--- src/common/pvr_reg_pkg.sv ---
package pvr_reg_pkg;

	typedef logic [15:0] reg_addr_t; // host byte address
	typedef logic [31:0] reg_word_t; // one register word

	// writable registers, also the index into the register array
	typedef enum logic [3:0] {
		reg_softreset,     // core and ta soft reset
		reg_startrender,   // drawing start
		reg_fb_x_clip,     // pixel clip x
		reg_fb_y_clip,     // pixel clip y
		reg_isp_backgnd_d, // background surface depth
		reg_isp_backgnd_t, // background surface tag
		reg_vo_control,    // video output control
		reg_ta_ol_base,    // object list base
		reg_ta_isp_base    // isp/tsp param base
	} pvr_reg_e;

	localparam int num_wr_regs = 9;

	// writable register addresses
	localparam reg_addr_t softreset_addr     = 16'h0008;
	localparam reg_addr_t startrender_addr   = 16'h0014;
	localparam reg_addr_t fb_x_clip_addr     = 16'h0068;
	localparam reg_addr_t fb_y_clip_addr     = 16'h006C;
	localparam reg_addr_t isp_backgnd_d_addr = 16'h0088;
	localparam reg_addr_t isp_backgnd_t_addr = 16'h008C;
	localparam reg_addr_t vo_control_addr    = 16'h00E8;
	localparam reg_addr_t ta_ol_base_addr    = 16'h0124;
	localparam reg_addr_t ta_isp_base_addr   = 16'h0128;

	// read-only words and mirrors of outside config
	localparam reg_addr_t id_addr            = 16'h0000;
	localparam reg_addr_t revision_addr      = 16'h0004;
	localparam reg_addr_t param_base_addr    = 16'h0020;
	localparam reg_addr_t region_base_addr   = 16'h002C;
	localparam reg_addr_t fpu_param_cfg_addr = 16'h007C;
	localparam reg_addr_t text_control_addr  = 16'h00E4;

	// where a host read takes its data from
	typedef enum logic [3:0] {
		none,                 // unmapped, dout holds
		store,                // writable register
		palette,              // palette ram word
		id,
		revision,
		mirror_param_base,    // 0x0020
		mirror_region_base,   // 0x002C
		mirror_fpu_param_cfg, // 0x007C
		mirror_text_control   // 0x00E4
	} read_src_e;

	localparam reg_word_t id_value        = 32'h17FD11DB; // device id
	localparam reg_word_t revision_value  = 32'h00000011;
	localparam reg_word_t reg_reset_value = 32'h00000000; // all writable regs

	// palette window is 0x1000..0x1FFC
	localparam logic [3:0] palette_base_nibble = 4'h1;

endpackage

--- src/hw/regs/pvr_read_mux.sv ---
module pvr_read_mux (
	input  logic                   clock,
	input  logic                   reset_n,
	input  logic                   rd_valid,
	input  pvr_reg_pkg::read_src_e rd_src,
	input  pvr_reg_pkg::reg_word_t rd_word,
	input  pvr_reg_pkg::reg_word_t param_base,    // mirrored at 0x0020
	input  pvr_reg_pkg::reg_word_t region_base,   // 0x002C
	input  pvr_reg_pkg::reg_word_t fpu_param_cfg, // 0x007C
	input  pvr_reg_pkg::reg_word_t text_control,  // 0x00E4
	output pvr_reg_pkg::reg_word_t pvr_dout
);
	import pvr_reg_pkg::*;

	// second read stage, dout only moves when a read completes
	always_ff @(posedge clock or negedge reset_n) begin
		if (!reset_n) begin
			pvr_dout <= '0;
		end else if (rd_valid) begin
			case (rd_src)
				store:                pvr_dout <= rd_word;
				palette:              pvr_dout <= rd_word;
				id:                   pvr_dout <= id_value;
				revision:             pvr_dout <= revision_value;
				mirror_param_base:    pvr_dout <= param_base;    // sampled now
				mirror_region_base:   pvr_dout <= region_base;
				mirror_fpu_param_cfg: pvr_dout <= fpu_param_cfg;
				mirror_text_control:  pvr_dout <= text_control;
				default:              pvr_dout <= pvr_dout;      // none, hold
			endcase
		end
	end

endmodule

--- config.mk ---
export PLATFORM = sky130hd
export DESIGN_NAME = pvr_read_mux
export DESIGN_NICKNAME = d
export VERILOG_FILES = /design/src/common/pvr_reg_pkg.sv /design/src/hw/regs/pvr_read_mux.sv
export SDC_FILE = /design/constraint.sdc
export NUM_CORES = 1
export LEC_CHECK = 0
export BUFFER_PORTS_ARGS = -buffer_cell sky130_fd_sc_hd__buf_2
export CAP_MARGIN = 40
export CORE_MARGIN = 1
export CORE_UTILIZATION = 43
export DETAILED_ROUTE_END_ITERATION = 8
export PLACE_DENSITY_LB_ADDON = 0.25
export SYNTH_ARGS = -nofsm -noshare
export SYNTH_HDL_FRONTEND = slang
export SYNTH_SLANG_ARGS = --single-unit
--- constraint.sdc ---
create_clock -name clock -period 0.95 [get_ports clock]
set_clock_uncertainty 0.1 [all_clocks]
set_input_delay 0.19 -clock clock [delete_from_list [all_inputs] [get_ports clock]]
set_output_delay 0.19 -clock clock [all_outputs]
set_load 0.01 [all_outputs]
==> reports/summary.md, run 1 <==
### Global routing
- **via count of the first global-routing pass** 4,232
- **pin count of the biggest net entering global routing** 47
- **met1 track demand over resource** 0.441
- **initial antenna violation count** 0
- **first-pass GRT wire length** 21,000 µm
- **met2 Track Usage GR** 0.650
- **GR peak layer** met2
- **aggregate global routing overflow** 0
- **met3 global-route usage** 0.0895
- **Overall Global Routing Usage** 0.377

### Setup path
- **Critical Path End Type** register
- **kind of cell adding the most delay to the critical path** simple AND/OR/NAND/NOR gates
- **Max stage delay on crit path** 0.65 ns
- **CP Class** input pin to register
- **data arrival time of the critical path** 1.41 ns
- **CP Max Fanout** 6
- **WP data required** 1.03 ns
- **RR Endpoint** pvr_dout[2]$_DFFE_PN0P_
- **Critical-path top delay cell** sky130_fd_sc_hd__or4b_4
- **worst flop-to-flop path startpoint** pvr_dout[2]$_DFFE_PN0P_
- **Worst Reg2Reg Path Length in Cells** 3
- **crit path buf inv count** 1
- **Critical Path Start Type** input pin
- **internal reg-to-reg setup slack** -0.07 ns
- **CP Cell Sequence** buf_8 > or4b_4 > nor2_4 > o21ai_2 > a32o_2

### Flow run
- **Max Cap Violations** 0

### STA
- **number of slew-limit violations in the final report** 0
- **Hold Fails Final Rpt** 0
- **worst slew slack as a fraction of its limit** 0.725
- **setup repair after global routing missed its margin** yes
- **portion of the clock cycle consumed by the worst path in the final layout** 1.39
- **achievable clock frequency** 756 MHz
- **Tightest Pin Transition** 0.411 ns
- **total setup violations reported at the end of the flow** 64
- **Final min period** 1.32 ns
- **min setup slack post-route** -0.373 ns

### Synthesis
- **count of state elements after synthesis** 32
- **count of synthesis-stage warnings from yosys** 0
- **number of unique standard cell types used by synthesis** 29
- **mean instance size in the synthesized netlist** 8.00 µm²
- **count of flip-flops with a built-in enable after synthesis** 0
- **Gate Count Post-Synth** 367
- **most used flip-flop cell after synthesis** sky130_fd_sc_hd__dfrtp_1
- **summed instance area of the synthesized netlist** 2940 µm²
- **net count after synthesis** 534
- **fraction of registers with async set or reset after synthesis** 1.00
- **sequential area share after synthesis** 0.273

### Finish
- **post-layout instance area** 5300 µm²
- **Top reg by flops** pvr_dout
- **most used cells in the layout excluding fill and tap cells** sky130_fd_sc_hd__buf_2 (188), sky130_fd_sc_hd__a21oi_1 (77), sky130_fd_sc_hd__buf_4 (39)
- **leading cell type in the layout, fill and taps excluded** sky130_fd_sc_hd__buf_2
- **Final Core Density** 0.820
- **area of the multi-input gates** 2160 µm²
- **fraction of layout instances using a drive strength above 1** 0.553
- **area added between synthesis and finish** 80.2%
- **Antenna diodes** 0
- **fillcell total** 415
- **Largest regs** pvr_dout x32
- **flip-flop count of the largest register, all copies and words added** 32
- **final std cells w/o fill** 683
- **Nets** 773
- **flip-flop and latch area** 801 µm²

### Floorplanning
- **total core area** 6460 µm²
- **top-level I/O count** 199
- **die footprint** 7170 µm²
- **num rows** 29
- **starting density of the core** 0.455
- **die extent in y** 84.7 µm
- **chip width** 84.7 µm

### Clocking
- **number of buffers on the longest clock path** 2
- **clock transition at the registers of the reported paths** 0.07 ns
- **Clock Latency Late Sink** 0.29 ns
- **CTS Root Cell** sky130_fd_sc_hd__clkbuf_8
- **TritonCTS Buffers** 5
- **number of clock sinks** 32
- **H-Tree Level Count** 2
- **clock tree from TritonCTS** built

### Pwr
- **P_leak** 2.56 nW
- **Design Power** 5.72 mW
- **Max rail drop VDD** 0.000697 V
- **power per unit of standard cell area** 1080 nW/µm²

### Routing
- **post-DR wirelength/cell** 21.6 µm
- **DR vias** 4,474
- **number of nets with antenna violations after routing** 0
- **final routed DRC violation total** 13
- **Pre-Repair DR Iteration Count** 8
- **drt first-iter violations** 549
- **detailed-route vias per instance** 6.55
- **total wire length** 14,700 µm

### Placement
- **count of buffers inserted at the top-level ports** 198
- **Area after DPL** 4110 µm²
- **DP HPWL** 7560 µm
- **GPL Wtd Cong** 0.834
- **placed cells** 623

### Hold path
- **Hold Crit Class** input pin to register
- **worst hold path cell count** 3
- **hold path startpoint** text_control[12]
- **hold worst-path end** pvr_dout[12]$_DFFE_PN0P_

### Run status
- **result of the run** finished with violations
- **violations in the final reports** DRC, setup timing

## per-stage QoR
stage	hold slack [ns]	worst slack, ns	TNS [ns]
global placement	0.0651	-0.737	-21.20
finish	0.0793	-0.373	-14.24
CTS	0.0828	-0.334	-13.78
detailed placement	0.0624	-0.791	-22.04
global route	0.0780	-0.379	-15.72
floorplan	-0.206	-0.661	-18.06
## per-layer routing
| layer | part of all wire | wire [µm] |
|---|---|---|
| met1 | 0.36 | 5320 |
| met2 | 0.48 | 7070 |
| met3 | 0.11 | 1570 |
| met5 | 0 | 0 |
| met4 | 0.053 | 779 |
## report_power, final
| group | switching, mW | internal [mW] |
|---|---|---|
| combinational | 1.24 | 1.55 |
| sequential | 0.140 | 1.60 |
| clock | 0.539 | 0.646 |
| total | 1.92 | 3.80 |
## worst max-delay path by stage
stage / start / to / slack, ns / cells after the start
2_1_floorplan: rd_src[1] / pvr_dout[2]$_DFFE_PN0P_ / -0.66 / 6
3_3_place_gp: rd_src[1] / pvr_dout[2]$_DFFE_PN0P_ / -0.74 / 5
3_5_place_dp: rd_src[1] / pvr_dout[11]$_DFFE_PN0P_ / -0.79 / 5
4_1_cts: rd_src[2] / pvr_dout[11]$_DFFE_PN0P_ / -0.33 / 5
5_1_grt: rd_src[0] / pvr_dout[0]$_DFFE_PN0P_ / -0.38 / 7
6_report: rd_src[0] / pvr_dout[14]$_DFFE_PN0P_ / -0.37 / 5
## worst register-to-register path, delay by kind of cell, from the launching register on
family	cells	cell delay (ns)
compound gates	1	0.19
buf+inv	2	0.25
flops	1	0.37
## cell type report
class,instances,area share
well taps,77,0.0182
repair buffers,277,0.405
multi-input cells,290,0.407
clock buffers,7,0.0182
flip-flops and latches,32,0.151
## kinds of logic after synthesis
logic type / synth area share
flip-flops: 0.273
buffers and inverters: 0.0758
AND/OR/NAND/NOR: 0.0886
AO/OA/AOI/OAI: 0.454
multiplexers: 0.109
## cell usage after synthesis (3+ instances only)
master                       n  share of area
sky130_fd_sc_hd__a211o_1    13          0.039
sky130_fd_sc_hd__a21oi_1    80           0.14
sky130_fd_sc_hd__a221o_1    17          0.058
sky130_fd_sc_hd__a32o_1     13          0.044
sky130_fd_sc_hd__buf_1       3         0.0038
sky130_fd_sc_hd__buf_2      19          0.032
sky130_fd_sc_hd__clkbuf_1   23          0.029
sky130_fd_sc_hd__dfrtp_1    32           0.27
sky130_fd_sc_hd__mux2_2     17          0.065
sky130_fd_sc_hd__mux2i_1    13          0.044
sky130_fd_sc_hd__nand2_1    17          0.022
sky130_fd_sc_hd__nand2b_1    3         0.0064
sky130_fd_sc_hd__nor2_1     30          0.038
sky130_fd_sc_hd__nor2b_1     4         0.0085
sky130_fd_sc_hd__o21ai_0    27          0.046
sky130_fd_sc_hd__o21ai_1     6          0.010
sky130_fd_sc_hd__o221ai_1   15          0.045
sky130_fd_sc_hd__o2bb2ai_1  17          0.051
## repair_timing
action | CTS | global route
pin swaps | 35 | 27
resized for setup | 83 | 38
cloned | 17 | 2
hold buffers | 1 | 0
setup buffers | 26 | 10
endpoints found under the setup margin | 64 | 64
hold endpoints to repair | 32 | 0
Note: power is estimated with default switching activity, not from simulation.
==> run 2: changes to the inputs <==
--- a/config.mk
+++ b/config.mk
@@ -10,3 +10,4 @@
 export CORE_MARGIN = 1
-export CORE_UTILIZATION = 43
+export CORE_UTILIZATION = 44
+export CTS_BUF_LIST = sky130_fd_sc_hd__clkbuf_8
 export DETAILED_ROUTE_END_ITERATION = 8
==> constraint.sdc (replaced) <==
create_clock -name clock -period 0.95 [get_ports clock]
set_clock_uncertainty 0.1 [all_clocks]
set_input_delay 0.1425 -clock clock [delete_from_list [all_inputs] [get_ports clock]]
set_output_delay 0.1425 -clock clock [all_outputs]
set_load 0.01 [all_outputs]
==> run 2 against run 1 <==
The flow finishes with violations (setup timing). Setup slack better by 0.029 ns. Non-clock buffer count down 8. Die area down 2.2%. Critical path depth unchanged. First-iteration DRC count down 39%. Via count down 6.4%. Utilization down 1.5 points. Cell area down 2.9%. Clock power up 24%. Total power up 1.6%. Register-to-register slack about the same. Sequential share of layout area up 0.45 points. Highest routed layer unchanged.
==> reports/summary.md, run 2 (synthesized netlist as in run 1, its figures left out) <==
### Routing
- **Pre-Repair DR Iteration Count** 5, -3
- **total wire length** 13,000 µm, -12%
- **post-DR wirelength/cell** 19.2 µm, -11%
- **final routed DRC violation total** 0, -13
- **detailed-route vias per instance** 6.21, -5.3%
- **number of nets with antenna violations after routing** 0, unchanged
- **DR vias** 4,189, -6.4%
- **drt first-iter violations** 335, -39%

### STA
- **achievable clock frequency** 773 MHz, +2.3%
- **worst slew slack as a fraction of its limit** 0.797, +0.0719
- **min setup slack post-route** -0.343 ns, +0.0294 ns
- **portion of the clock cycle consumed by the worst path in the final layout** 1.36, -0.0309
- **number of slew-limit violations in the final report** 0, unchanged
- **Final min period** 1.29 ns, -0.0294 ns
- **Hold Fails Final Rpt** 0, unchanged
- **total setup violations reported at the end of the flow** 64, unchanged
- **setup repair after global routing missed its margin** yes
- **Tightest Pin Transition** 0.303 ns, -0.108 ns
- **Hold WS** 0.0378 ns, -0.0415 ns

### Floorplanning
- **chip width** 83.7 µm, -1.1%
- **die footprint** 7010 µm², -2.2%
- **top-level I/O count** 199, unchanged
- **total core area** 6390 µm², -1.1%
- **die extent in y** 83.7 µm, -1.1%
- **starting density of the core** 0.460, +0.00517
- **num rows** 29, unchanged

### Clocking
- **clock tree from TritonCTS** built
- **number of buffers on the longest clock path** 2, unchanged
- **TritonCTS Buffers** 5, unchanged
- **H-Tree Level Count** 2, unchanged
- **number of clock sinks** 32, unchanged
- **clock transition at the registers of the reported paths** 0.07 ns, about the same
- **Clock Latency Late Sink** 0.28 ns, about the same
- **CTS Root Cell** sky130_fd_sc_hd__clkbuf_8

### Run status
- **violations in the final reports** setup timing
- **result of the run** finished with violations

### Pwr
- **Max rail drop VDD** 0.000711 V, +2.1%
- **P_leak** 2.48 nW, -3.3%
- **power per unit of standard cell area** 1130 nW/µm², +4.7%
- **Design Power** 5.81 mW, +1.6%

### Finish
- **leading cell type in the layout, fill and taps excluded** sky130_fd_sc_hd__buf_2
- **Nets** 764, -1.2%
- **most used cells in the layout excluding fill and tap cells** sky130_fd_sc_hd__buf_2 (189), sky130_fd_sc_hd__a21oi_1 (76), sky130_fd_sc_hd__buf_4 (40)
- **area added between synthesis and finish** 75.0%
- **post-layout instance area** 5140 µm², -2.9%
- **Antenna diodes** 0, unchanged
- **fraction of layout instances using a drive strength above 1** 0.554, +0.000706
- **flip-flop count of the largest register, all copies and words added** 32, unchanged
- **final std cells w/o fill** 675, -1.2%
- **Largest regs** pvr_dout x32
- **Top reg by flops** pvr_dout

### Global routing
- **Overall Global Routing Usage** 0.346, -0.0312
- **initial antenna violation count** 0, unchanged
- **pin count of the biggest net entering global routing** 37, -21%
- **via count of the first global-routing pass** 4,107, -3.0%
- **first-pass GRT wire length** 19,500 µm, -7.1%
- **aggregate global routing overflow** 0, unchanged

### Setup path
- **CP Class** input pin to register
- **kind of cell adding the most delay to the critical path** simple AND/OR/NAND/NOR gates
- **Worst Reg2Reg Path Length in Cells** 3, unchanged
- **WP data required** 1.03 ns, about the same
- **Critical Path End Type** register
- **CP Max Fanout** 8, +2
- **data arrival time of the critical path** 1.38 ns, -0.03 ns
- **Max stage delay on crit path** 0.65 ns, about the same
- **Critical-path top delay cell** sky130_fd_sc_hd__or4b_4
- **crit path buf inv count** 1, unchanged
- **CP Cell Sequence** buf_8 > or4b_4 > nor2_1 > o21ai_1 > a32o_1
- **Critical Path Start Type** input pin
- **logic depth of the worst setup path including buffers** 5, unchanged

### Placement
- **GPL Wtd Cong** 0.841, +0.84%
- **count of buffers inserted at the top-level ports** 198, unchanged
- **Area after DPL** 4120 µm², +0.12%
- **placed cells** 627, +0.64%
- **Placement Setup Slack** -0.760 ns, +0.0312 ns
- **DP HPWL** 7860 µm, +4.1%

### Hold path
- **worst hold path cell count** 3, unchanged
- **Hold Crit Class** input pin to register

### Flow run
- **Max Cap Violations** 0, unchanged

[run 2: layout make-up]
cell class / count / area (µm²)
clock buffer: 7 / 96.3
clock inverter: 1 / 30.0
fill: 412 / 1240
multi-input combinational: 289 / 2160
sequential: 32 / 801
tap: 77 / 96.3
timing repair buffer: 269 / 1960
[run 2: repair_timing]
action	in CTS	in global routing
resized for setup	71	35
hold buffers	1	0
endpoints found under the hold margin	32	0
cloned	9	2
buffers inserted	20	8
setup endpoints to repair	64	64
pin swaps	41	25
[run 2: per-layer routing]
layer  wire (µm)  track usage  vias to the layer above
li1            -            -                     1901
met1        5010        0.423                     1965
met2        6440        0.597                      282
met3        1050       0.0554                       41
met4         455        0.157                        0
met5           0            0                        -
[run 2: report_power, final]
group	total, mW	internal [mW]	switching [mW]
registers	1.75	1.60	0.144
clock network	1.46	0.926	0.538
logic	2.60	1.44	1.17
[run 2: metrics by stage]
step                TNS [ns]  utilization
finish                -12.08        0.805
global placement      -20.45        0.645
floorplan             -16.54            -
global route          -13.51        0.805
CTS                   -10.74        0.762
detailed placement    -21.53        0.645
[run 2: worst min-delay path, cell delays in order]
cell                        delay [ns]
sky130_fd_sc_hd__buf_2            0.08
sky130_fd_sc_hd__a21oi_1          0.05
sky130_fd_sc_hd__o2bb2ai_1        0.12
[run 2: final timing paths]
kind,slack [ns],from,to
max,-0.34,rd_src[0],pvr_dout[30]$_DFFE_PN0P_
min,0.04,text_control[1],pvr_dout[1]$_DFFE_PN0P_
max reg2reg,-0.08,pvr_dout[27]$_DFFE_PN0P_,pvr_dout[27]$_DFFE_PN0P_
min reg2reg,0.40,pvr_dout[16]$_DFFE_PN0P_,pvr_dout[16]$_DFFE_PN0P_
max in group asynchronous,0.32,reset_n,pvr_dout[4]$_DFFE_PN0P_
min in group asynchronous,0.23,reset_n,pvr_dout[17]$_DFFE_PN0P_
