**config.mk**
```make
export PLATFORM = sky130hd
export DESIGN_NAME = vram_owner_arbiter_flat
export DESIGN_NICKNAME = d
export VERILOG_FILES = /design/src/common/pvr_vram_pkg.sv /design/src/common/vram_req_if.sv /design/src/hw/vram/vram_owner_arbiter.sv /design/src/flat_wrapper.sv
export SDC_FILE = /design/constraint.sdc
export NUM_CORES = 1
export LEC_CHECK = 0
export ABC_AREA = 1
export ABC_CLOCK_PERIOD_IN_PS = 1030
export BUFFER_PORTS_ARGS = -buffer_cell sky130_fd_sc_hd__buf_2
export CORE_AREA = 5 5 139 141
export DETAILED_ROUTE_END_ITERATION = 10
export DIE_AREA = 0 0 144 146
export HOLD_SLACK_MARGIN = 0.02
export SKIP_CTS_REPAIR_TIMING = 1
export SYNTH_ARGS = -nofsm -noshare
export SYNTH_HDL_FRONTEND = slang
export SYNTH_SLANG_ARGS = --single-unit
```
**constraint.sdc**
```tcl
create_clock -name clock -period 1.03 [get_ports clock]
set_input_delay 0.103 -clock clock [delete_from_list [all_inputs] [get_ports clock]]
set_output_delay 0.103 -clock clock [all_outputs]
set_load 0.005 [all_outputs]
```
**src/common/pvr_vram_pkg.sv**
```systemverilog
package pvr_vram_pkg;

	typedef logic [23:0] vram_addr_t; // engine side vram address
	typedef logic [63:0] vram_word_t; // full vram data bus
	typedef logic [31:0] lane_word_t; // one 32-bit lane
	typedef logic [7:0]  burst_cnt_t;

	// address bit that picks the upper lane of vram_din
	localparam int lane_sel_bit = 22;

	// only the low 4MB of each half reaches the bus
	localparam int owned_addr_bits = 22;

endpackage

```
**src/common/vram_req_if.sv**
```systemverilog
interface vram_req_if;
	import pvr_vram_pkg::*;

	logic       rd;
	logic       wr;
	vram_addr_t addr;
	lane_word_t dout;      // write data from the engine
	burst_cnt_t burst_cnt; // unused by the region-array engine
	lane_word_t din_lane;  // read lane picked by addr bit 22

	modport engine (
		output rd, wr, addr, dout, burst_cnt,
		input  din_lane
	);

	modport arbiter (
		input  rd, wr, addr, dout, burst_cnt,
		output din_lane
	);

endinterface

```
**src/hw/vram/vram_owner_arbiter.sv**
```systemverilog
module vram_owner_arbiter (
	input  logic                     clock,
	input  logic                     reset_n,
	input  logic                     isp_render_start,
	input  logic                     isp_render_done,
	vram_req_if.arbiter              ra_req,
	vram_req_if.arbiter              isp_req,
	input  pvr_vram_pkg::vram_word_t vram_din,
	output logic                     vram_rd,
	output logic                     vram_wr,
	output pvr_vram_pkg::vram_addr_t vram_addr,
	output pvr_vram_pkg::burst_cnt_t vram_burst_cnt,
	output pvr_vram_pkg::vram_word_t vram_dout
);
	import pvr_vram_pkg::*;

	localparam int addr_pad_w = $bits(vram_addr_t) - owned_addr_bits;
	localparam int dout_pad_w = $bits(vram_word_t) - $bits(lane_word_t);

	logic       isp_owns; // 0 means region-array engine has the bus
	vram_addr_t owner_addr;
	lane_word_t owner_dout;

	// lane picked by the engine's own address
	function automatic lane_word_t pick_lane(input vram_addr_t a, input vram_word_t d);
		return a[lane_sel_bit] ? d[63:32] : d[31:0];
	endfunction

	always_ff @(posedge clock or negedge reset_n) begin
		if (!reset_n) begin
			isp_owns <= 1'b0;
		end else if (isp_render_done) begin
			isp_owns <= 1'b0; // done wins over start
		end else if (isp_render_start) begin
			isp_owns <= 1'b1;
		end
	end

	assign owner_addr = isp_owns ? isp_req.addr : ra_req.addr;
	assign owner_dout = isp_owns ? isp_req.dout : ra_req.dout;

	assign vram_rd        = isp_owns ? isp_req.rd : ra_req.rd;
	assign vram_wr        = isp_owns ? isp_req.wr : ra_req.wr;
	assign vram_addr      = {{addr_pad_w{1'b0}}, owner_addr[owned_addr_bits-1:0]};
	assign vram_burst_cnt = isp_owns ? isp_req.burst_cnt : burst_cnt_t'(1); // ra single word
	assign vram_dout      = {{dout_pad_w{1'b0}}, owner_dout}; // low lane only

	assign ra_req.din_lane  = pick_lane(ra_req.addr, vram_din);
	assign isp_req.din_lane = pick_lane(isp_req.addr, vram_din);

endmodule

```
**src/flat_wrapper.sv**
```systemverilog
// flat-port wrapper written by rule: the top's interface ports become plain ports
module vram_owner_arbiter_flat import pvr_vram_pkg::*;
  (clock, reset_n, isp_render_start, isp_render_done, vram_din, vram_rd, vram_wr, vram_addr, vram_burst_cnt, vram_dout, ra_req_rd, ra_req_wr, ra_req_addr, ra_req_dout, ra_req_burst_cnt, ra_req_din_lane, isp_req_rd, isp_req_wr, isp_req_addr, isp_req_dout, isp_req_burst_cnt, isp_req_din_lane);
  vram_req_if ra_req_i ();
  vram_req_if isp_req_i ();
  input  logic clock;
  input  logic reset_n;
  input  logic isp_render_start;
  input  logic isp_render_done;
  input  pvr_vram_pkg::vram_word_t vram_din;
  output logic vram_rd;
  output logic vram_wr;
  output pvr_vram_pkg::vram_addr_t vram_addr;
  output pvr_vram_pkg::burst_cnt_t vram_burst_cnt;
  output pvr_vram_pkg::vram_word_t vram_dout;
  input wire logic [$bits(ra_req_i.rd)-1:0] ra_req_rd;
  input wire logic [$bits(ra_req_i.wr)-1:0] ra_req_wr;
  input wire logic [$bits(ra_req_i.addr)-1:0] ra_req_addr;
  input wire logic [$bits(ra_req_i.dout)-1:0] ra_req_dout;
  input wire logic [$bits(ra_req_i.burst_cnt)-1:0] ra_req_burst_cnt;
  output wire logic [$bits(ra_req_i.din_lane)-1:0] ra_req_din_lane;
  input wire logic [$bits(isp_req_i.rd)-1:0] isp_req_rd;
  input wire logic [$bits(isp_req_i.wr)-1:0] isp_req_wr;
  input wire logic [$bits(isp_req_i.addr)-1:0] isp_req_addr;
  input wire logic [$bits(isp_req_i.dout)-1:0] isp_req_dout;
  input wire logic [$bits(isp_req_i.burst_cnt)-1:0] isp_req_burst_cnt;
  output wire logic [$bits(isp_req_i.din_lane)-1:0] isp_req_din_lane;
  assign ra_req_i.rd = ra_req_rd;
  assign ra_req_i.wr = ra_req_wr;
  assign ra_req_i.addr = ra_req_addr;
  assign ra_req_i.dout = ra_req_dout;
  assign ra_req_i.burst_cnt = ra_req_burst_cnt;
  assign ra_req_din_lane = ra_req_i.din_lane;
  assign isp_req_i.rd = isp_req_rd;
  assign isp_req_i.wr = isp_req_wr;
  assign isp_req_i.addr = isp_req_addr;
  assign isp_req_i.dout = isp_req_dout;
  assign isp_req_i.burst_cnt = isp_req_burst_cnt;
  assign isp_req_din_lane = isp_req_i.din_lane;
  vram_owner_arbiter u_core (.clock(clock), .reset_n(reset_n), .isp_render_start(isp_render_start), .isp_render_done(isp_render_done), .ra_req(ra_req_i), .isp_req(isp_req_i), .vram_din(vram_din), .vram_rd(vram_rd), .vram_wr(vram_wr), .vram_addr(vram_addr), .vram_burst_cnt(vram_burst_cnt), .vram_dout(vram_dout));
endmodule
```
==> run_results.csv, run 1 <==
group,metric,value,unit
timing,hold_violations,0,
setup_path,end_kind,"output port",
finish,largest_register_ffs,1,
hold_path,whs_endpoint,"u_core.isp_owns",
pwr,power.net_switching,0.899,mW
pwr,p_comb_share,97.2,%
setup_path,cp.required,0.93,ns
pwr,peakVddDrop,0.214,mV
finish,largestRegisters,"u_core.isp_owns: 1 flops",
timing,min_period_over_period,108,%
place,io_buffers,317,
timing,max_freq,901,MHz
pwr,p_leak,2.79,nW
drt,drt_iter0_drc,138,
finish,antenna_cells,0,
pwr,swShare,48.7,%
finish,regArea,26.3,sq um
finish,drive_gt1_share,50.9,%
timing,final.setup.worst_slack,-0.0795,ns
place,gp_congestion,0.948,
setup_path,cp_top_family,"flip-flops",
setup_path,crit_chain,"buf_6 -> clkbuf_16 -> nand2_1 -> nand2_1 -> buf_2",
setup_path,worst-path-buf-inv,3,
timing,setup_viol,64,
timing,drv_slew,0,
logic_synthesis,ys_ff_latch,1,
global_routing,grt_remaining_overflow,0,
setup_path,reg2reg_depth,4,
place,dp_cells,975,
logic_synthesis,yosysTopAreaCell,"nand2_1",
die,die_y,146,um
setup_path,cp.depth,5,
setup_path,crit_fanout,6,
setup_path,cp.arrival,1.01,ns
setup_path,timing.rr.end,"u_core.isp_owns",
logic_synthesis,synthCells,444,
global_routing,grt_pass1_vias,3066,
drt,drtPass1Iterations,4,
cts,clock_latency,0,ns
finish,nFillCells,2053,
finish,top_register,"u_core.isp_owns",
logic_synthesis,yosys_warnings,0,
die,core_area,0.0178,sq mm
timing,rsz0062_at_grt,"true",
hold_path,hp-start,"isp_render_done",
setup_path,cp-start-kind,"flip-flop",
die,ios,362,
global_routing,grt_pass1_wl,15100,um
finish,nets,958,
hold_path,whs_path_depth,2,
drt,wl_per_cell,11.7,um
finish,areaGrowthSynthToFinish,106,%
place,dp_slack,-0.0478,ns
global_routing,grt_max_degree,45,
outcome,violations,"negative setup slack",
setup_path,max_stage_delay,0.46,ns
outcome,status,"finished, violations left",
setup_path,cp_slowest_cell,"dfrtp_2",
die,die_width,144,um
logic_synthesis,synth_area_leaders,"nand2_1 (71%), buf_4 (14%), buf_6 (8.7%), buf_2 (2.3%), inv_1 (1.9%)",
pwr,seqPwrFrac,2.8,%
timing,finClkSkew,0,ns
logic_synthesis,ys_seq_area_share,1.29,%
setup_path,rrSetupSlack,0.01,ns
setup_path,path_class,"reg -> out",
flow_run,maxCapViolCount,0,
drt,ant_nets,0,
logic_synthesis,yosysUniqueCellTypes,10,
setup_path,r2r-start,"u_core.isp_owns",
die,rows,49,
finish,final_cell_mix,"nand2_1 (325), buf_2 (312), conb_1 (34), nand2_2 (33)",
die,floorplan.initialDensity,10.9,%
cts,clkTransAtPathRegs,0,ns
pwr,internal_power,0.948,mW
drt,viasPerCell,3.65,
setup_path,cp_common_cell,"nand2_1",
global_routing,grt_use_total,8.38,%
logic_synthesis,synth_area,0.00195,sq mm
die,dieArea,0.0210,sq mm
logic_synthesis,syn_area_per_cell,4.38,sq um
hold_path,hp-class,"in -> reg",
logic_synthesis,synthDominantCellAreaShare,71.0,%
drt,vias,3592,
pwr,powerDensity,460,mW/mm^2
timing,fin_crit,1.11,ns
global_routing,antenna_found_initial,0,
drt,routed_wl,11500,um
pwr,clock_power_share,0,%
finish,post_layout_nonfiller_instances,985,
finish,layout_commonest_cell,"nand2_1",
place,dpl.hpwl,9230,um
drt,drc,0,
finish,multi_input_area,0.00168,sq mm
==> synth_stat cells, drive strengths merged <==
cell	number
clkbuf	1
nor2	2
conb	1
nand2	368
inv	11
buf	60
dfrtp	1
==> how the worst max path moves through the flow <==
| stage | start | end |
|---|---|---|
| 2_1_floorplan | u_core.isp_owns | vram_dout[0] |
| 3_3_place_gp | u_core.isp_owns | vram_addr[12] |
| 3_5_place_dp | u_core.isp_owns | vram_addr[14] |
| 4_1_cts | u_core.isp_owns | vram_addr[14] |
| 5_1_grt | u_core.isp_owns | vram_addr[0] |
| 6_report | u_core.isp_owns | vram_addr[18] |
==> cell type report <==
class,instances,share of cell area [%]
Multi-Input combinational cell,404,41.7
Inverter,11,1.21
Sequential cell,1,0.654
Tap cell,229,7.13
Timing Repair Buffer,340,49.3
==> kinds of logic after synthesis <==
group / Yosys count / synth area share (%)
buf+inv: 72 / 27.2
other cells: 1 / 0.193
flops: 1 / 1.29
simple gates: 370 / 71.3
==> stage by stage <==
stage	utilization, %	hold slack (ns)	TNS, ns	area (sq um)	power (mW)
floorplan	-	-0.193	0	2070	0.828
global placement	20.3	-0.122	-0.539	3630	1.60
detailed placement	20.3	-0.121	-0.869	3630	1.61
CTS	20.3	-0.121	-0.981	3630	1.62
global route	22.5	0.272	-5.40	4020	2.05
finish	22.5	0.255	-2.87	4020	1.85
==> routing by layer <==
metal / part of all wire [%] / vias up / track usage (%) / wire length (um)
met4: 1.1 / 0 / 0.800 / 129
li1: - / 1852 / - / -
met2: 51 / 216 / 16.2 / 5920
met3: 12 / 12 / 1.61 / 1380
met5: 0 / - / 0 / 0
met1: 35 / 1512 / 9.72 / 4060
==> power by group through the flow <==
stage | Sequential [mW] | Clock, mW | Combinational [mW]
after global placement | 0.0470 | 0 | 1.56
after detailed placement | 0.0474 | 0 | 1.56
after floorplan | 0.0446 | 0 | 0.783
after CTS | 0.0474 | 0 | 1.57
after global routing | 0.0523 | 0 | 1.99
final | 0.0520 | 0 | 1.80
Power figures use the tool's default switching activity.
==> run 2, diff against run 1 <==
CTS_BUF_LIST = sky130_fd_sc_hd__clkbuf_4   (was unset)
RECOVER_POWER = 50   (was unset)
==> run 2 against run 1 <==
The run still ends with negative setup slack left. Largest power group unchanged. Register-to-register slack about the same. Maximum frequency unchanged. Via count about the same. Wire length about the same. Hold slack unchanged.
==> run_results.csv, run 2 (synthesis results as in run 1) <==
group,metric,value,unit
hold_path,hp-class,"in -> reg",
global_routing,grt_pass1_vias,3066,
cts,clock_latency,0,ns
timing,fin_crit,1.11,ns
die,ios,362,
timing,min_period_over_period,108,%
finish,nets,958,
finish,layout_commonest_cell,"nand2_1",
global_routing,grt_use_total,8.38,%
global_routing,antenna_found_initial,0,
drt,ant_nets,0,
timing,hold_violations,0,
timing,rsz0062_at_grt,"true",
die,die_y,146,um
finish,areaGrowthSynthToFinish,105,%
setup_path,cp.arrival,1.01,ns
drt,vias,3589,
pwr,total_power,1.83,mW
outcome,status,"finished, violations left",
timing,drv_slew,0,
global_routing,grt_pass1_wl,15100,um
die,core_area,0.0178,sq mm
outcome,violations,"negative setup slack",
pwr,peakVddDrop,0.214,mV
timing,final.setup.worst_slack,-0.0795,ns
place,io_buffers,317,
global_routing,grt_max_degree,45,
pwr,p_leak,2.77,nW
finish,largestRegisters,"u_core.isp_owns: 1 flops",
drt,viasPerCell,3.64,
drt,routed_wl,11500,um
die,die_width,144,um
timing,max_freq,901,MHz
setup_path,path_class,"reg -> out",
place,dp_cells,975,
timing,hold_ws,0.255,ns
setup_path,cp.required,0.93,ns
finish,largest_register_ffs,1,
place,dp_slack,-0.0478,ns
die,dieArea,0.0210,sq mm
die,rows,49,
finish,top_register,"u_core.isp_owns",
timing,setup_viol,64,
finish,post_layout_nonfiller_instances,985,
setup_path,crit_fanout,6,
drt,drt_iter0_drc,143,
pwr,powerDensity,459,mW/mm^2
finish,final_cell_mix,"nand2_1 (325), buf_2 (304), conb_1 (34), nand2_2 (33)",
timing,finClkSkew,0,ns
drt,drtPass1Iterations,4,
drt,wl_per_cell,11.7,um
finish,drive_gt1_share,50.4,%
setup_path,cp-start-kind,"flip-flop",
setup_path,reg2reg_depth,4,
die,floorplan.initialDensity,10.9,%
hold_path,whs_path_depth,2,
place,dpl.hpwl,9230,um
flow_run,maxCapViolCount,0,
finish,antenna_cells,0,
place,gp_congestion,0.948,
global_routing,grt_remaining_overflow,0,
cts,clkTransAtPathRegs,0,ns
drt,drc,0,
setup_path,end_kind,"output port",
run 2: changes by cell type in the layout (fill, tap and decap cells not counted), sizes merged:
cell / delta
buf: -12
clkbuf: +12
run 2: final cells by class:
type                       instances  area (sq um)
fill                            2061         13900
timing repair buffer             340          1950
multi-input combinational        404          1680
tap                              229           287
inverter                          11          48.8
sequential                         1          26.3
run 2: critical path, stage by stage, from the launching register on:
cell	delay [ns]
dfrtp_2	0.46
buf_6	0.16
clkbuf_16	0.16
nand2_1	0.06
nand2_1	0.04
buf_2	0.12
run 2: through the flow:
step	TNS, ns	util [%]	cell area (sq um)
floorplan	0	-	2070
global placement	-0.539	20.3	3630
detailed placement	-0.869	20.3	3630
CTS	-0.981	20.3	3630
global route	-5.78	22.3	3980
finish	-2.86	22.3	3980
run 2: final timing paths:
check | startpoint | endpoint | slack [ns]
setup / recovery | u_core.isp_owns | vram_addr[18] | -0.08
hold / removal | isp_render_done | u_core.isp_owns | 0.26
setup reg to reg | u_core.isp_owns | u_core.isp_owns | 0.01
hold reg to reg | u_core.isp_owns | u_core.isp_owns | 0.92
max in group asynchronous | reset_n | u_core.isp_owns | 0.50
min in group asynchronous | reset_n | u_core.isp_owns | 0.44
run 2: routing by layer:
metal | part of all wire [%] | global-route usage [%] | up-vias
met5 | 0 | 0 | -
met4 | 1.2 | 0.800 | 0
met3 | 12 | 1.61 | 14
met2 | 51 | 16.2 | 212
met1 | 36 | 9.72 | 1513
li1 | - | - | 1850
run 2: power by group:
part           internal [mW]  switching, mW  leakage [nW]  total, mW
Clock                      0              0             0          0
Combinational          0.889          0.889          2.76       1.78
Sequential            0.0432        0.00881        0.0113     0.0520
Total                  0.932          0.898          2.77       1.83
==> run 3, diff against run 2 <==
BUFFER_PORTS_ARGS = unset   (was -buffer_cell sky130_fd_sc_hd__buf_2)
CORE_AREA = 5 5 136 138   (was 5 5 139 141)
DIE_AREA = 0 0 141 143   (was 0 0 144 146)
DONT_BUFFER_PORTS = 1   (was unset)
==> run 3 against run 2 <==
The run now ends clean. Sequential share of layout area up 0.62 points. Via count fell by 30%. Design area decreased by 49%. Clock skew did not move. Die area shrank 4.1%. Flip-flop and latch count stayed put. Combinational power is 54% lower. Critical path depth is 1 lower. Wire length is 27% lower.
==> run_results.csv, run 3 (synthesis results as in run 1) <==
group,metric,value,unit
die,die_y,143,um
pwr,p_leak,1.36,nW
timing,max_freq,1020,MHz
place,dpl.hpwl,7180,um
die,floorplan.initialDensity,11.4,%
finish,final_cell_mix,"nand2_1 (365), conb_1 (34), inv_1 (10)",
timing,hold_ws,0.174,ns
cts,clock_latency,0,ns
setup_path,cp.arrival,0.88,ns
global_routing,grt_remaining_overflow,0,
place,dp_slack,0.0487,ns
place,gp_congestion,0.810,
setup_path,path_class,"reg -> out",
finish,areaGrowthSynthToFinish,5.08,%
timing,hold_violations,0,
global_routing,antenna_found_initial,0,
timing,tns,0,ns
timing,rsz0062_at_grt,"false",
finish,top_register,"u_core.isp_owns",
drt,vias,2505,
setup_path,end_kind,"output port",
pwr,total_power,0.862,mW
drt,drtPass1Iterations,4,
cts,clkTransAtPathRegs,0,ns
setup_path,cp.required,0.93,ns
finish,utilization,12.0,%
finish,layout_commonest_cell,"nand2_1",
die,die_width,141,um
drt,wl_per_cell,12.9,um
finish,largest_register_ffs,1,
timing,min_period_over_period,95.2,%
timing,final.setup.worst_slack,0.0494,ns
drt,ant_nets,0,
finish,drive_gt1_share,3.51,%
setup_path,cp-start-kind,"flip-flop",
global_routing,grt_max_degree,66,
timing,finClkSkew,0,ns
die,ios,362,
flow_run,maxCapViolCount,0,
finish,antenna_cells,0,
drt,drc,0,
global_routing,grt_pass1_wl,10600,um
die,core_area,0.0171,sq mm
pwr,powerDensity,422,mW/mm^2
finish,nFillCells,2043,
die,dieArea,0.0202,sq mm
finish,largestRegisters,"u_core.isp_owns: 1 flops",
pwr,peakVddDrop,0.177,mV
global_routing,grt_use_total,6.12,%
drt,routed_wl,8390,um
timing,fin_crit,0.981,ns
outcome,status,"finished, final reports clean",
setup_path,crit_fanout,14,
drt,viasPerCell,3.84,
hold_path,hp-class,"in -> reg",
timing,setup_viol,0,
global_routing,grt_pass1_vias,2101,
drt,drt_iter0_drc,132,
finish,nets,629,
place,io_buffers,0,
die,rows,48,
timing,drv_slew,0,
run 3: cell types whose count changed in the layout (fill, tap and decap cells not counted), moves of 3 or more:
cell      previous run  this run
clkbuf_4             3         0
buf_6                9         0
nand2_2             33         3
buf_4                4         1
nand2_1            325       365
buf_2              304         0
nand2_4             10         0
clkbuf_1             4         0
run 3: power by group:
group | internal, mW | total (mW) | switching, mW
logic | 0.268 | 0.813 | 0.545
clock network | 0 | 0 | 0
registers | 0.0432 | 0.0494 | 0.00621
total | 0.311 | 0.862 | 0.551
run 3: per-layer routing:
| layer | track usage, % | part of all wire, % | wire [um] | up-vias |
|---|---|---|---|---|
| li1 | - | - | - | 1193 |
| met1 | 8.62 | 38 | 3160 | 1108 |
| met4 | 0.204 | 0 | 0 | 0 |
| met3 | 1.11 | 13 | 1070 | 0 |
| met5 | 0 | 0 | 0 | - |
| met2 | 10.3 | 50 | 4160 | 204 |
run 3: critical path, stage by stage (launching register included):
cell	delay [ns]
dfrtp_2	0.42
clkinv_4	0.12
clkbuf_16	0.19
nand2_1	0.07
nand2_1	0.07
run 3: cell type report:
class / count / area, sq um / share of cell area (%)
flip-flops and latches: 1 / 26.3 / 1.28
well taps: 225 / 282 / 13.8
repair buffers: 11 / 168 / 8.20
inverters: 11 / 46.3 / 2.26
multi-input cells: 404 / 1520 / 74.5
run 3: metrics by stage:
step           cells  area (sq um)
3_5_place_dp     648          1960
5_1_grt          652          2050
4_1_cts          648          1960
3_3_place_gp     648          1960
2_1_floorplan    477          2070
6_report         652          2050
run 3: worst paths after layout:
kind | start | cells after the start | endpoint | slack, ns
worst max-delay path | u_core.isp_owns | 4 | vram_addr[21] | 0.05
worst min-delay path | isp_render_done | 1 | u_core.isp_owns | 0.17
worst max register to register | u_core.isp_owns | 3 | u_core.isp_owns | 0.09
worst min register to register | u_core.isp_owns | 3 | u_core.isp_owns | 0.86
max in group asynchronous | reset_n | 1 | u_core.isp_owns | 0.59
min in group asynchronous | reset_n | 1 | u_core.isp_owns | 0.33
