File: src/common/pvr_reg_pkg.sv
package pvr_reg_pkg;

	typedef logic [15:0] reg_addr_t; // host byte address
	typedef logic [31:0] reg_word_t; // one register word

	// writable registers, also the index into the register array
	typedef enum logic [3:0] {
		reg_softreset,     // core and ta soft reset
		reg_startrender,   // drawing start
		reg_fb_x_clip,     // pixel clip x
		reg_fb_y_clip,     // pixel clip y
		reg_isp_backgnd_d, // background surface depth
		reg_isp_backgnd_t, // background surface tag
		reg_vo_control,    // video output control
		reg_ta_ol_base,    // object list base
		reg_ta_isp_base    // isp/tsp param base
	} pvr_reg_e;

	localparam int num_wr_regs = 9;

	// writable register addresses
	localparam reg_addr_t softreset_addr     = 16'h0008;
	localparam reg_addr_t startrender_addr   = 16'h0014;
	localparam reg_addr_t fb_x_clip_addr     = 16'h0068;
	localparam reg_addr_t fb_y_clip_addr     = 16'h006C;
	localparam reg_addr_t isp_backgnd_d_addr = 16'h0088;
	localparam reg_addr_t isp_backgnd_t_addr = 16'h008C;
	localparam reg_addr_t vo_control_addr    = 16'h00E8;
	localparam reg_addr_t ta_ol_base_addr    = 16'h0124;
	localparam reg_addr_t ta_isp_base_addr   = 16'h0128;

	// read-only words and mirrors of outside config
	localparam reg_addr_t id_addr            = 16'h0000;
	localparam reg_addr_t revision_addr      = 16'h0004;
	localparam reg_addr_t param_base_addr    = 16'h0020;
	localparam reg_addr_t region_base_addr   = 16'h002C;
	localparam reg_addr_t fpu_param_cfg_addr = 16'h007C;
	localparam reg_addr_t text_control_addr  = 16'h00E4;

	// where a host read takes its data from
	typedef enum logic [3:0] {
		none,                 // unmapped, dout holds
		store,                // writable register
		palette,              // palette ram word
		id,
		revision,
		mirror_param_base,    // 0x0020
		mirror_region_base,   // 0x002C
		mirror_fpu_param_cfg, // 0x007C
		mirror_text_control   // 0x00E4
	} read_src_e;

	localparam reg_word_t id_value        = 32'h17FD11DB; // device id
	localparam reg_word_t revision_value  = 32'h00000011;
	localparam reg_word_t reg_reset_value = 32'h00000000; // all writable regs

	// palette window is 0x1000..0x1FFC
	localparam logic [3:0] palette_base_nibble = 4'h1;

endpackage

File: src/common/reg_access_if.sv
interface reg_access_if #(
	parameter int palette_entries = 1024
);
	import pvr_reg_pkg::*;

	localparam int pal_idx_w = $clog2(palette_entries);

	logic                 wr_en;     // write to a writable register
	logic                 pal_wr_en; // write to palette ram
	logic                 rd_en;     // qualified host read
	pvr_reg_e             reg_index;
	logic [pal_idx_w-1:0] pal_index; // word address mod palette size
	reg_word_t            wdata;
	read_src_e            read_src;

	modport decoder (
		output wr_en, pal_wr_en, rd_en, reg_index, pal_index, wdata, read_src
	);

	modport store (
		input wr_en, pal_wr_en, rd_en, reg_index, pal_index, wdata, read_src
	);

endinterface

File: src/hw/regs/pvr_reg_decode.sv
module pvr_reg_decode #(
	parameter int palette_entries = 1024
) (
	input  pvr_reg_pkg::reg_addr_t addr,
	input  logic                   cs,
	input  logic                   rd,
	input  logic                   wr,
	input  pvr_reg_pkg::reg_word_t wdata,
	reg_access_if.decoder          acc
);
	import pvr_reg_pkg::*;

	localparam int pal_idx_w = $clog2(palette_entries);

	logic     pal_hit; // address falls in palette window
	logic     reg_hit; // address is a writable register
	pvr_reg_e reg_idx;

	assign pal_hit = (addr[15:12] == palette_base_nibble);

	// writable register match
	always_comb begin
		reg_hit = 1'b1;
		reg_idx = reg_softreset;
		case (addr)
			softreset_addr:     reg_idx = reg_softreset;
			startrender_addr:   reg_idx = reg_startrender;
			fb_x_clip_addr:     reg_idx = reg_fb_x_clip;
			fb_y_clip_addr:     reg_idx = reg_fb_y_clip;
			isp_backgnd_d_addr: reg_idx = reg_isp_backgnd_d;
			isp_backgnd_t_addr: reg_idx = reg_isp_backgnd_t;
			vo_control_addr:    reg_idx = reg_vo_control;
			ta_ol_base_addr:    reg_idx = reg_ta_ol_base;
			ta_isp_base_addr:   reg_idx = reg_ta_isp_base;
			default:            reg_hit = 1'b0; // read-only or unmapped
		endcase
	end

	// classify the read
	always_comb begin
		if (pal_hit) begin
			acc.read_src = palette;
		end else if (reg_hit) begin
			acc.read_src = store;
		end else begin
			case (addr)
				id_addr:            acc.read_src = id;
				revision_addr:      acc.read_src = revision;
				param_base_addr:    acc.read_src = mirror_param_base;
				region_base_addr:   acc.read_src = mirror_region_base;
				fpu_param_cfg_addr: acc.read_src = mirror_fpu_param_cfg;
				text_control_addr:  acc.read_src = mirror_text_control;
				default:            acc.read_src = none; // dout holds
			endcase
		end
	end

	assign acc.wr_en     = cs & wr & reg_hit; // ro and unmapped writes dropped
	assign acc.pal_wr_en = cs & wr & pal_hit;
	assign acc.rd_en     = cs & rd;
	assign acc.reg_index = reg_idx;
	assign acc.pal_index = addr[pal_idx_w+1:2]; // byte to word address, wraps
	assign acc.wdata     = wdata;

endmodule

File: src/flat_wrapper.sv
// flat-port wrapper written by rule: the top's interface ports become plain ports
module pvr_reg_decode_flat import pvr_reg_pkg::*;
#(
	parameter int palette_entries = 1024
)
  (addr, cs, rd, wr, wdata, acc_wr_en, acc_pal_wr_en, acc_rd_en, acc_reg_index, acc_pal_index, acc_wdata, acc_read_src);
  reg_access_if #(.palette_entries(palette_entries)) acc_i ();
  input  pvr_reg_pkg::reg_addr_t addr;
  input  logic cs;
  input  logic rd;
  input  logic wr;
  input  pvr_reg_pkg::reg_word_t wdata;
  output wire logic [$bits(acc_i.wr_en)-1:0] acc_wr_en;
  output wire logic [$bits(acc_i.pal_wr_en)-1:0] acc_pal_wr_en;
  output wire logic [$bits(acc_i.rd_en)-1:0] acc_rd_en;
  output wire logic [$bits(acc_i.reg_index)-1:0] acc_reg_index;
  output wire logic [$bits(acc_i.pal_index)-1:0] acc_pal_index;
  output wire logic [$bits(acc_i.wdata)-1:0] acc_wdata;
  output wire logic [$bits(acc_i.read_src)-1:0] acc_read_src;
  assign acc_wr_en = acc_i.wr_en;
  assign acc_pal_wr_en = acc_i.pal_wr_en;
  assign acc_rd_en = acc_i.rd_en;
  assign acc_reg_index = acc_i.reg_index;
  assign acc_pal_index = acc_i.pal_index;
  assign acc_wdata = acc_i.wdata;
  assign acc_read_src = acc_i.read_src;
  pvr_reg_decode #(.palette_entries(palette_entries)) u_core (.addr(addr), .cs(cs), .rd(rd), .wr(wr), .wdata(wdata), .acc(acc_i));
endmodule
File: config.mk
export PLATFORM = sky130hd
export DESIGN_NAME = pvr_reg_decode_flat
export DESIGN_NICKNAME = d
export VERILOG_FILES = /design/src/common/pvr_reg_pkg.sv /design/src/common/reg_access_if.sv /design/src/hw/regs/pvr_reg_decode.sv /design/src/flat_wrapper.sv
export SDC_FILE = /design/constraint.sdc
export NUM_CORES = 1
export LEC_CHECK = 0
export BUFFER_PORTS_ARGS = -buffer_cell sky130_fd_sc_hd__buf_2
export CAP_MARGIN = 5
export CORE_MARGIN = 10
export CORE_UTILIZATION = 35
export DETAILED_ROUTE_END_ITERATION = 7
export PLACE_DENSITY = 0.91
export SLEW_MARGIN = 20
export SYNTH_ARGS = -nofsm -noshare
export SYNTH_HDL_FRONTEND = slang
export SYNTH_SLANG_ARGS = --single-unit
File: constraint.sdc
create_clock -name vclk -period 3.7
set_clock_uncertainty 0.1 [all_clocks]
set_input_delay 0.185 -clock vclk [all_inputs]
set_output_delay 0.185 -clock vclk [all_outputs]
set_load 0.02 [all_outputs]
==> results of run 1 <==
-- cells in the final DEF (no fill, tap or decap) --
master	Yosys	layout
a31o_2	1	1
or4_4	1	1
nor3b_2	1	1
o32a_1	1	1
or4_1	1	1
nor4bb_1	1	1
buf_2	1	40
or3b_1	1	1
o211a_1	1	1
nor4_1	1	1
nor4_4	1	1
nor3b_4	1	1
a21oi_1	2	2
and2_1	1	1
o21ai_0	5	5
xnor2_1	3	3
nor2_1	5	5
inv_1	1	1
nor2b_1	1	1
or3_1	4	4
nor4b_4	1	1
nand3_1	2	2
nor3b_1	1	1
o311ai_1	1	1
nand2_1	9	9
nand2b_1	1	1
nand4_1	2	2
o22ai_1	1	1
a32oi_1	1	1
a2111oi_0	1	1
nand3b_1	2	2
or2_1	1	1
nor3_1	6	6
-- worst max-delay path: stages --
cell and delay [ns]:
buf_2 0.10, or4_4 0.58, nor4b_4 0.31, a32oi_1 0.17, a21oi_1 0.16, buf_2 0.18
-- layer usage --
metal	vias to the layer above	share of wire [%]
li1	327	-
met1	300	35
met2	54	43
met3	10	20
met4	0	1.7
met5	-	0
-- cell families (layout without fill, tap and decap cells) --
family / after synthesis / count (layout)
buffers and inverters: 47 / 41
AND/OR/NAND/NOR: 44 / 44
AO/OA/AOI/OAI: 14 / 14
XOR/XNOR: 3 / 3
-- worst min path at each step --
| stage | startpoint | to | slack, ns |
|---|---|---|---|
| final | wdata[12] | acc_wdata[12] | 0.27 |
| after global routing | wdata[27] | acc_wdata[27] | 0.27 |
| after CTS | wdata[17] | acc_wdata[17] | 0.27 |
| after detailed placement | wdata[17] | acc_wdata[17] | 0.27 |
| after global placement | wdata[17] | acc_wdata[17] | 0.27 |
| after floorplan | addr[2] | acc_pal_index[0] | 0.38 |
-- power by group through the flow --
stage / logic, mW / registers, mW / clock network [mW]
final: 0.0554 / 0 / 0
after global routing: 0.0615 / 0 / 0
after CTS: 0.0561 / 0 / 0
after detailed placement: 0.0560 / 0 / 0
after global placement: 0.0550 / 0 / 0
after floorplan: 0.0897 / 0 / 0
-- final cells by class --
| cell class | count | share of cell area (%) |
|---|---|---|
| Multi-Input combinational cell | 61 | 63.9 |
| Tap cell | 27 | 5.13 |
| Timing Repair Buffer | 40 | 30.4 |
| Inverter | 1 | 0.570 |
==> impl_metrics.toml, run 1 <==
[layout]
fin_area_um2 = 658
utilization_pct = 32.9
nFlopsAndLatches = 0
drive_gt1_share_pct = 45.1
final_nets = 155
fillers = 248
area_delta_synth_final_pct = -12.9
clock_buffers = 0
multiInputGateArea_um2 = 420
n_antenna_cell = 0
register_area_um2 = 0
fin_cells = 129

[timing]
whs_ns = 0.270
period_needed_ns = 1.97
drv_slew = 0
worstMarginPinSlew_ns = 0.354
rsz0062_at_grt = "false"
post-route-period-util_pct = 53.3
fin_ws_ns = 1.73
fin_tns_setup_ns = 0
hold_viol = 0
clock.fmax_mhz = 507
setup_violations = 0
max-slew-margin-rel_pct = 75.8

[power]
finalPower_uw = 55.4
p_leak_nw = 0.302
switchingPower_uw = 34.1
peakVddDrop_mv = 0.0228
swShare_pct = 61.5
power.density_mw_per_mm2 = 84.2
intPower_uw = 21.3
clkPwrFrac_pct = 0
seq_power_share_pct = 0
p_comb_share_pct = 100.0

[die]
die_h_um = 66.5
core_area_mm2 = 0.00200
start_util_pct = 37.8
die-area_mm2 = 0.00442
pin_count = 104
die-width_um = 66.5
core.rowCount = 16

[yosys]
yosys.cell_types.count = 35
synthSimpleGateAreaFrac_pct = 39.4
synth_xor_xnor_area_share_pct = 3.48
ys_top_cells_by_area = "buf_4 42%, nand2_1 4.5%, nor3_1 4.0%"
synth_top_area_share_pct = 41.7
netlist_top_cells_count = "42 x buf_4, 9 x nand2_1, 6 x nor3_1"
syn_inst = 108
yosysMostFrequentCell = "buf_4"
synthMuxAreaShare_pct = 0
synthAdderAreaFrac_pct = 0
synth_seq_area_share_pct = 0
ys.warnings.count = 0
synth_compound_area_share_pct = 12.7
synth_nets = 159
avgSynthCellArea_um2 = 7.00
mappedNetlistArea_um2 = 756
synth_top_family_by_area = "buffers and inverters"
yosysTopAreaCell = "buf_4"

[critical_path]
crit_type = "in2out"
critPathLaunchType = "primary input"
cp-startpoint = "addr[12]"
end_kind = "primary output"
worstPathRequired_ns = 3.41
crit_arrival_ns = 1.69
path_max_fanout = 4
crit_end = "acc_wr_en"

[hold_path]
holdPathStages = 0
hold_path.class = "in2out"

[detailed_routing]
first_pass_iters = 4
drc = 0
vias_per_cell = 5.36
vias = 691
wl_per_cell_um = 15.3
ant_nets = 0
drt_iter0_markers = 22
routed_wl_mm = 1.98

[status]
outcome = "completed"

[placed_design]
dpl_worst_slack_ns = 1.72
placed_cell_area_um2 = 658
dp_cells = 129
portBuffers = 40
post-dp-hpwl_mm = 1.72
place.gp.congestion = 0.910

[global_routing]
antenna_found_initial = 0
grt_pass1_wl_mm = 3.12
grt_usage_pct = 8.09
grt_remaining_overflow = 0
grt_pass1_vias = 670
met3_usage_pct = 4.68
grtUsageMet1_pct = 8.68
grt_max_degree = 18
use_met2_pct = 13.0
grt-busiest-layer = "met2"

[clock_network]
postCtsHoldBufs = 0
post_cts_resized = 0
cts_setup_buffers = 0

[job]
drv_cap = 0
(Power assumes the default switching activity.)
==> run 2, diff against run 1 <==
- ABC_AREA: not set -> 1
- CORE_UTILIZATION: 35 -> 32
- PLACE_DENSITY: 0.91 -> 0.85
- clock period: 3.7 -> 2 ns (I/O delays scaled with it)
==> run 2 against run 1 <==
Non-clock buffer count did not move. Sequential cell count did not move. Wire length fell by 12%. Sequential share of layout area did not move. Total power rose by 59%. Synthesized cell count rose by 15%. Design area did not move. Via count fell by 2.7%. Die area rose by 4.8%.
==> impl_metrics.toml, run 2 <==
[status]
outcome = "completed"

[placed_design]
placed_cell_area_um2 = 658
post-dp-hpwl_mm = 1.61
portBuffers = 40
place.gp.congestion = 0.818
dp_cells = 150

[power]
p_comb_share_pct = 100.0
clkPwrFrac_pct = 0
intPower_uw = 32.0
seq_power_share_pct = 0
peakVddDrop_mv = 0.0634
switchingPower_uw = 56.3
swShare_pct = 63.8
power.density_mw_per_mm2 = 134
p_leak_nw = 0.433

[layout]
final_nets = 175
mostFrequentLayoutCells = "40 x buf_2, 18 x nand2_1, 14 x nor2_1, 12 x nand3_1, 10 x inv_1"
area_delta_synth_final_pct = -10.8
layout_commonest_cell = "buf_2"
fillers = 276
drive_gt1_share_pct = 47.5
fin_area_um2 = 658
nFlopsAndLatches = 0
clock_buffers = 0
register_area_um2 = 0
multiInputGateArea_um2 = 374
n_antenna_cell = 0
fin_cells = 150

[global_routing]
grt_pass1_wl_mm = 2.74
antenna_found_initial = 0
grt_max_degree = 11
grt_remaining_overflow = 0
grt_pass1_vias = 647
grt_usage_pct = 6.99

[die]
pin_count = 104
core_area_mm2 = 0.00221
die_h_um = 68.0
die-area_mm2 = 0.00463
start_util_pct = 33.4
die-width_um = 68.0
core.rowCount = 17

[timing]
post-route-period-util_pct = 69.8
hold_viol = 0
max-slew-margin-rel_pct = 78.3
drv_slew = 0
worstMarginPinSlew_ns = 0.323
setup_violations = 0
fin_tns_setup_ns = 0
rsz0062_at_grt = "false"
whs_ns = 0.100
period_needed_ns = 1.40
clock.fmax_mhz = 716

[yosys]
yosysTopAreaCell = "buf_4"
synth_seq_area_share_pct = 0
yosys.cell_types.count = 17
ys_top_cells_by_area = "buf_4 43%, nand2_1 9.2%, nand3_1 8.1%"
yosysMostFrequentCell = "buf_4"
mappedNetlistArea_um2 = 738
synth_nets = 175
syn_inst = 124
avgSynthCellArea_um2 = 5.95
netlist_top_cells_count = "42 x buf_4, 18 x nand2_1, 14 x nor2_1"
synth_top_area_share_pct = 42.7
ys.warnings.count = 0

[clock_network]
post_cts_resized = 0
cts_setup_buffers = 0
postCtsHoldBufs = 0

[critical_path]
path_max_fanout = 3
critPathTopFamily = "simple AND/OR/NAND/NOR gates"
worstPathRequired_ns = 1.80
cp_slowest_cell = "nor3_1"
cp_cell_sequence = "buf_2 -> inv_1 -> nand2_1 -> nor3_1 -> nand3_1 -> nand2_2 -> nor2_2 -> a21oi_2 -> buf_2"
crit_end = "acc_wr_en"
crit_path_max_incr_delay_ns = 0.26
crit_type = "in2out"
crit_arrival_ns = 1.20
end_kind = "primary output"
path_depth = 9
worst-path-buf-inv = 3
path_common_cell = "buf_2"
critPathLaunchType = "primary input"
cp-startpoint = "addr[9]"

[detailed_routing]
drc = 0
ant_nets = 0
first_pass_iters = 4
wl_per_cell_um = 11.7
vias_per_cell = 4.48
vias = 672
drt_iter0_markers = 7
routed_wl_mm = 1.75

[hold_path]
hold_path.class = "in2out"

[job]
drv_cap = 0
[run 2: cell types whose count changed after synthesis, sizes merged, moves of 4 or more]
cell   previous run  this run
nor2              5        22
nand2             9        22
nand3             2        12
o21ai             5         0
inv               1        13
or3               4         0
[run 2: cells by family (layout without fill, tap and decap cells)]
family / Yosys count / after routing / synth area share [%]
buf+inv: 55 / 53 / 49.3
simple gates: 66 / 66 / 47.1
compound gates: 3 / 3 / 3.56
[run 2: worst min path at each step]
stage                        to  depth (start not counted)      start  slack (ns)
2_1_floorplan  acc_pal_index[0]                          1    addr[2]        0.21
3_3_place_gp      acc_wdata[17]                          0  wdata[17]        0.10
3_5_place_dp      acc_wdata[17]                          0  wdata[17]        0.10
4_1_cts           acc_wdata[17]                          0  wdata[17]        0.10
5_1_grt           acc_wdata[26]                          0  wdata[26]        0.10
6_report           acc_wdata[0]                          0   wdata[0]        0.10
[run 2: through the flow]
step / worst slack (ns) / utilization (%) / power (mW)
CTS: 0.589 / 29.8 / 0.0898
global route: 0.439 / 29.8 / 0.0975
floorplan: 0.837 / - / 0.152
finish: 0.603 / 29.8 / 0.0884
global placement: 0.587 / 29.8 / 0.0887
detailed placement: 0.585 / 29.8 / 0.0896
[run 2: cell type report]
cell class | count | area share, %
multi-input cells | 69 | 56.8
well taps | 28 | 5.32
repair buffers | 40 | 30.4
inverters | 13 | 7.41
[run 2: routing by layer]
| metal | track usage, % | part of all wire, % | vias up |
|---|---|---|---|
| met5 | 0 | 0 | - |
| met4 | 3.02 | 3.5 | 0 |
| met3 | 2.94 | 13 | 12 |
| met2 | 11.9 | 46 | 34 |
| met1 | 7.44 | 37 | 279 |
| li1 | - | - | 347 |
[run 2: power by group through the flow]
stage               logic (mW)  registers [mW]  clock network, mW
CTS                     0.0898               0                  0
floorplan                0.152               0                  0
global route            0.0975               0                  0
detailed placement      0.0896               0                  0
global placement        0.0887               0                  0
finish                  0.0884               0                  0
==> run 3, diff against run 2 <==
- ABC_AREA: 1 -> 0
- CORE_UTILIZATION: 32 -> 33
- PLACE_DENSITY: 0.85 -> 0.87
- clock period: 2 -> 1.3 ns (I/O delays scaled with it)
==> run 3 against run 2 <==
Sequential share of layout area unchanged. First-iteration DRC count rose to 5.6 times the previous value. Highest routed layer unchanged. Worst hold slack worse by 0.070 ns. Wire length up 43%. The run now ends with setup timing left. Die area down 0.51%. Count of clock-buffer cells in the layout unchanged. Critical path type unchanged.
==> impl_metrics.toml, run 3 (synthesis gave the netlist of run 1 again) <==
[status]
outcome = "complete, but fails checks"
violations = "setup timing"

[global_routing]
grt_pass1_wl_mm = 3.57
grt_remaining_overflow = 0
grt_max_degree = 12
grt_usage_pct = 9.22
antenna_found_initial = 0
grt_pass1_vias = 762

[hold_path]
min_from = "wdata[16]"
hold_path.class = "in2out"

[power]
power.density_mw_per_mm2 = 228
seq_power_share_pct = 0
p_comb_share_pct = 100.0
p_leak_nw = 0.477
switchingPower_uw = 117
clkPwrFrac_pct = 0
intPower_uw = 109
finalPower_uw = 226
swShare_pct = 51.8
peakVddDrop_mv = 0.109

[critical_path]
path_max_fanout = 3
cp-startpoint = "addr[10]"
end_kind = "primary output"
critPathLaunchType = "primary input"
crit_type = "in2out"
worstPathRequired_ns = 1.13
crit_arrival_ns = 1.57

[timing]
worstMarginPinSlew_ns = 0.360
setup_violations = 9
period_needed_ns = 1.74
rsz0062_at_grt = "true"
hold_viol = 0
clock.fmax_mhz = 575
post-route-period-util_pct = 134
fin_ws_ns = -0.439
max-slew-margin-rel_pct = 75.4
drv_slew = 0

[detailed_routing]
wl_per_cell_um = 16.5
ant_nets = 0
drt_iter0_markers = 39
vias = 760
vias_per_cell = 5.00
drc = 0
routed_wl_mm = 2.50
first_pass_iters = 4

[die]
core_area_mm2 = 0.00219
core.rowCount = 17
die_h_um = 67.9
die-width_um = 67.9
pin_count = 104
start_util_pct = 34.5
die-area_mm2 = 0.00460

[job]
drv_cap = 0

[layout]
area_delta_synth_final_pct = 31.1
clock_buffers = 0
fin_cells = 152
register_area_um2 = 0
layout_commonest_cell = "buf_2"
final_nets = 177
drive_gt1_share_pct = 65.3
fin_area_um2 = 991
n_antenna_cell = 0
mostFrequentLayoutCells = "27 x buf_2, 22 x buf_4, 13 x buf_6, 8 x nand2_1, 5 x nor3_1"
nFlopsAndLatches = 0

[placed_design]
portBuffers = 40
placed_cell_area_um2 = 865
place.gp.congestion = 0.821
dp_cells = 151
dpl_worst_slack_ns = -0.441
post-dp-hpwl_mm = 1.99

[clock_network]
postCtsHoldBufs = 0
-- run 3: final cells by class --
class / instances / area (µm²)
multi-input combinational: 61 / 505
timing repair buffer: 62 / 447
inverter: 1 / 3.75
fill: 219 / 1200
tap: 28 / 35.0
-- run 3: metrics by stage --
stage | util, % | TNS (ns) | hold slack [ns]
6_report | 45.2 | -3.10 | 0.0300
5_1_grt | 45.2 | -3.42 | 0.0300
4_1_cts | 43.7 | -2.74 | 0.0301
3_5_place_dp | 39.5 | -3.25 | 0.0301
3_3_place_gp | 39.5 | -3.16 | 0.0301
2_1_floorplan | - | -1.07 | 0.143
-- run 3: final timing paths --
| path | to | slack [ns] | cells after the start |
|---|---|---|---|
| setup / recovery | acc_reg_index[0] | -0.44 | 6 |
| hold / removal | acc_wdata[16] | 0.03 | 0 |
-- run 3: repair_timing --
action,CTS,global route
buffers inserted,0,1
pin swaps,5,9
resized for setup,26,5
setup endpoints to repair,9,9
-- run 3: metal layers --
layer	global-route usage, %	up-vias	wire length, µm	part of all wire (%)
met5	0	-	0	0
met4	2.51	0	36	1.4
met3	3.10	8	313	13
met2	17.0	40	1320	53
met1	9.75	337	827	33
li1	-	375	-	-
-- run 3: power by group through the flow --
stage,Combinational [mW],Sequential [mW],Clock [mW]
2_1_floorplan,0.258,0,0
6_report,0.226,0,0
3_3_place_gp,0.205,0,0
5_1_grt,0.244,0,0
4_1_cts,0.219,0,0
3_5_place_dp,0.209,0,0
-- run 3: worst max-delay path, stage by stage --
cell and delay [ns]:
buf_6 0.09, or4_4 0.55, buf_6 0.14, or2_4 0.28, o311ai_4 0.28, buf_6 0.16
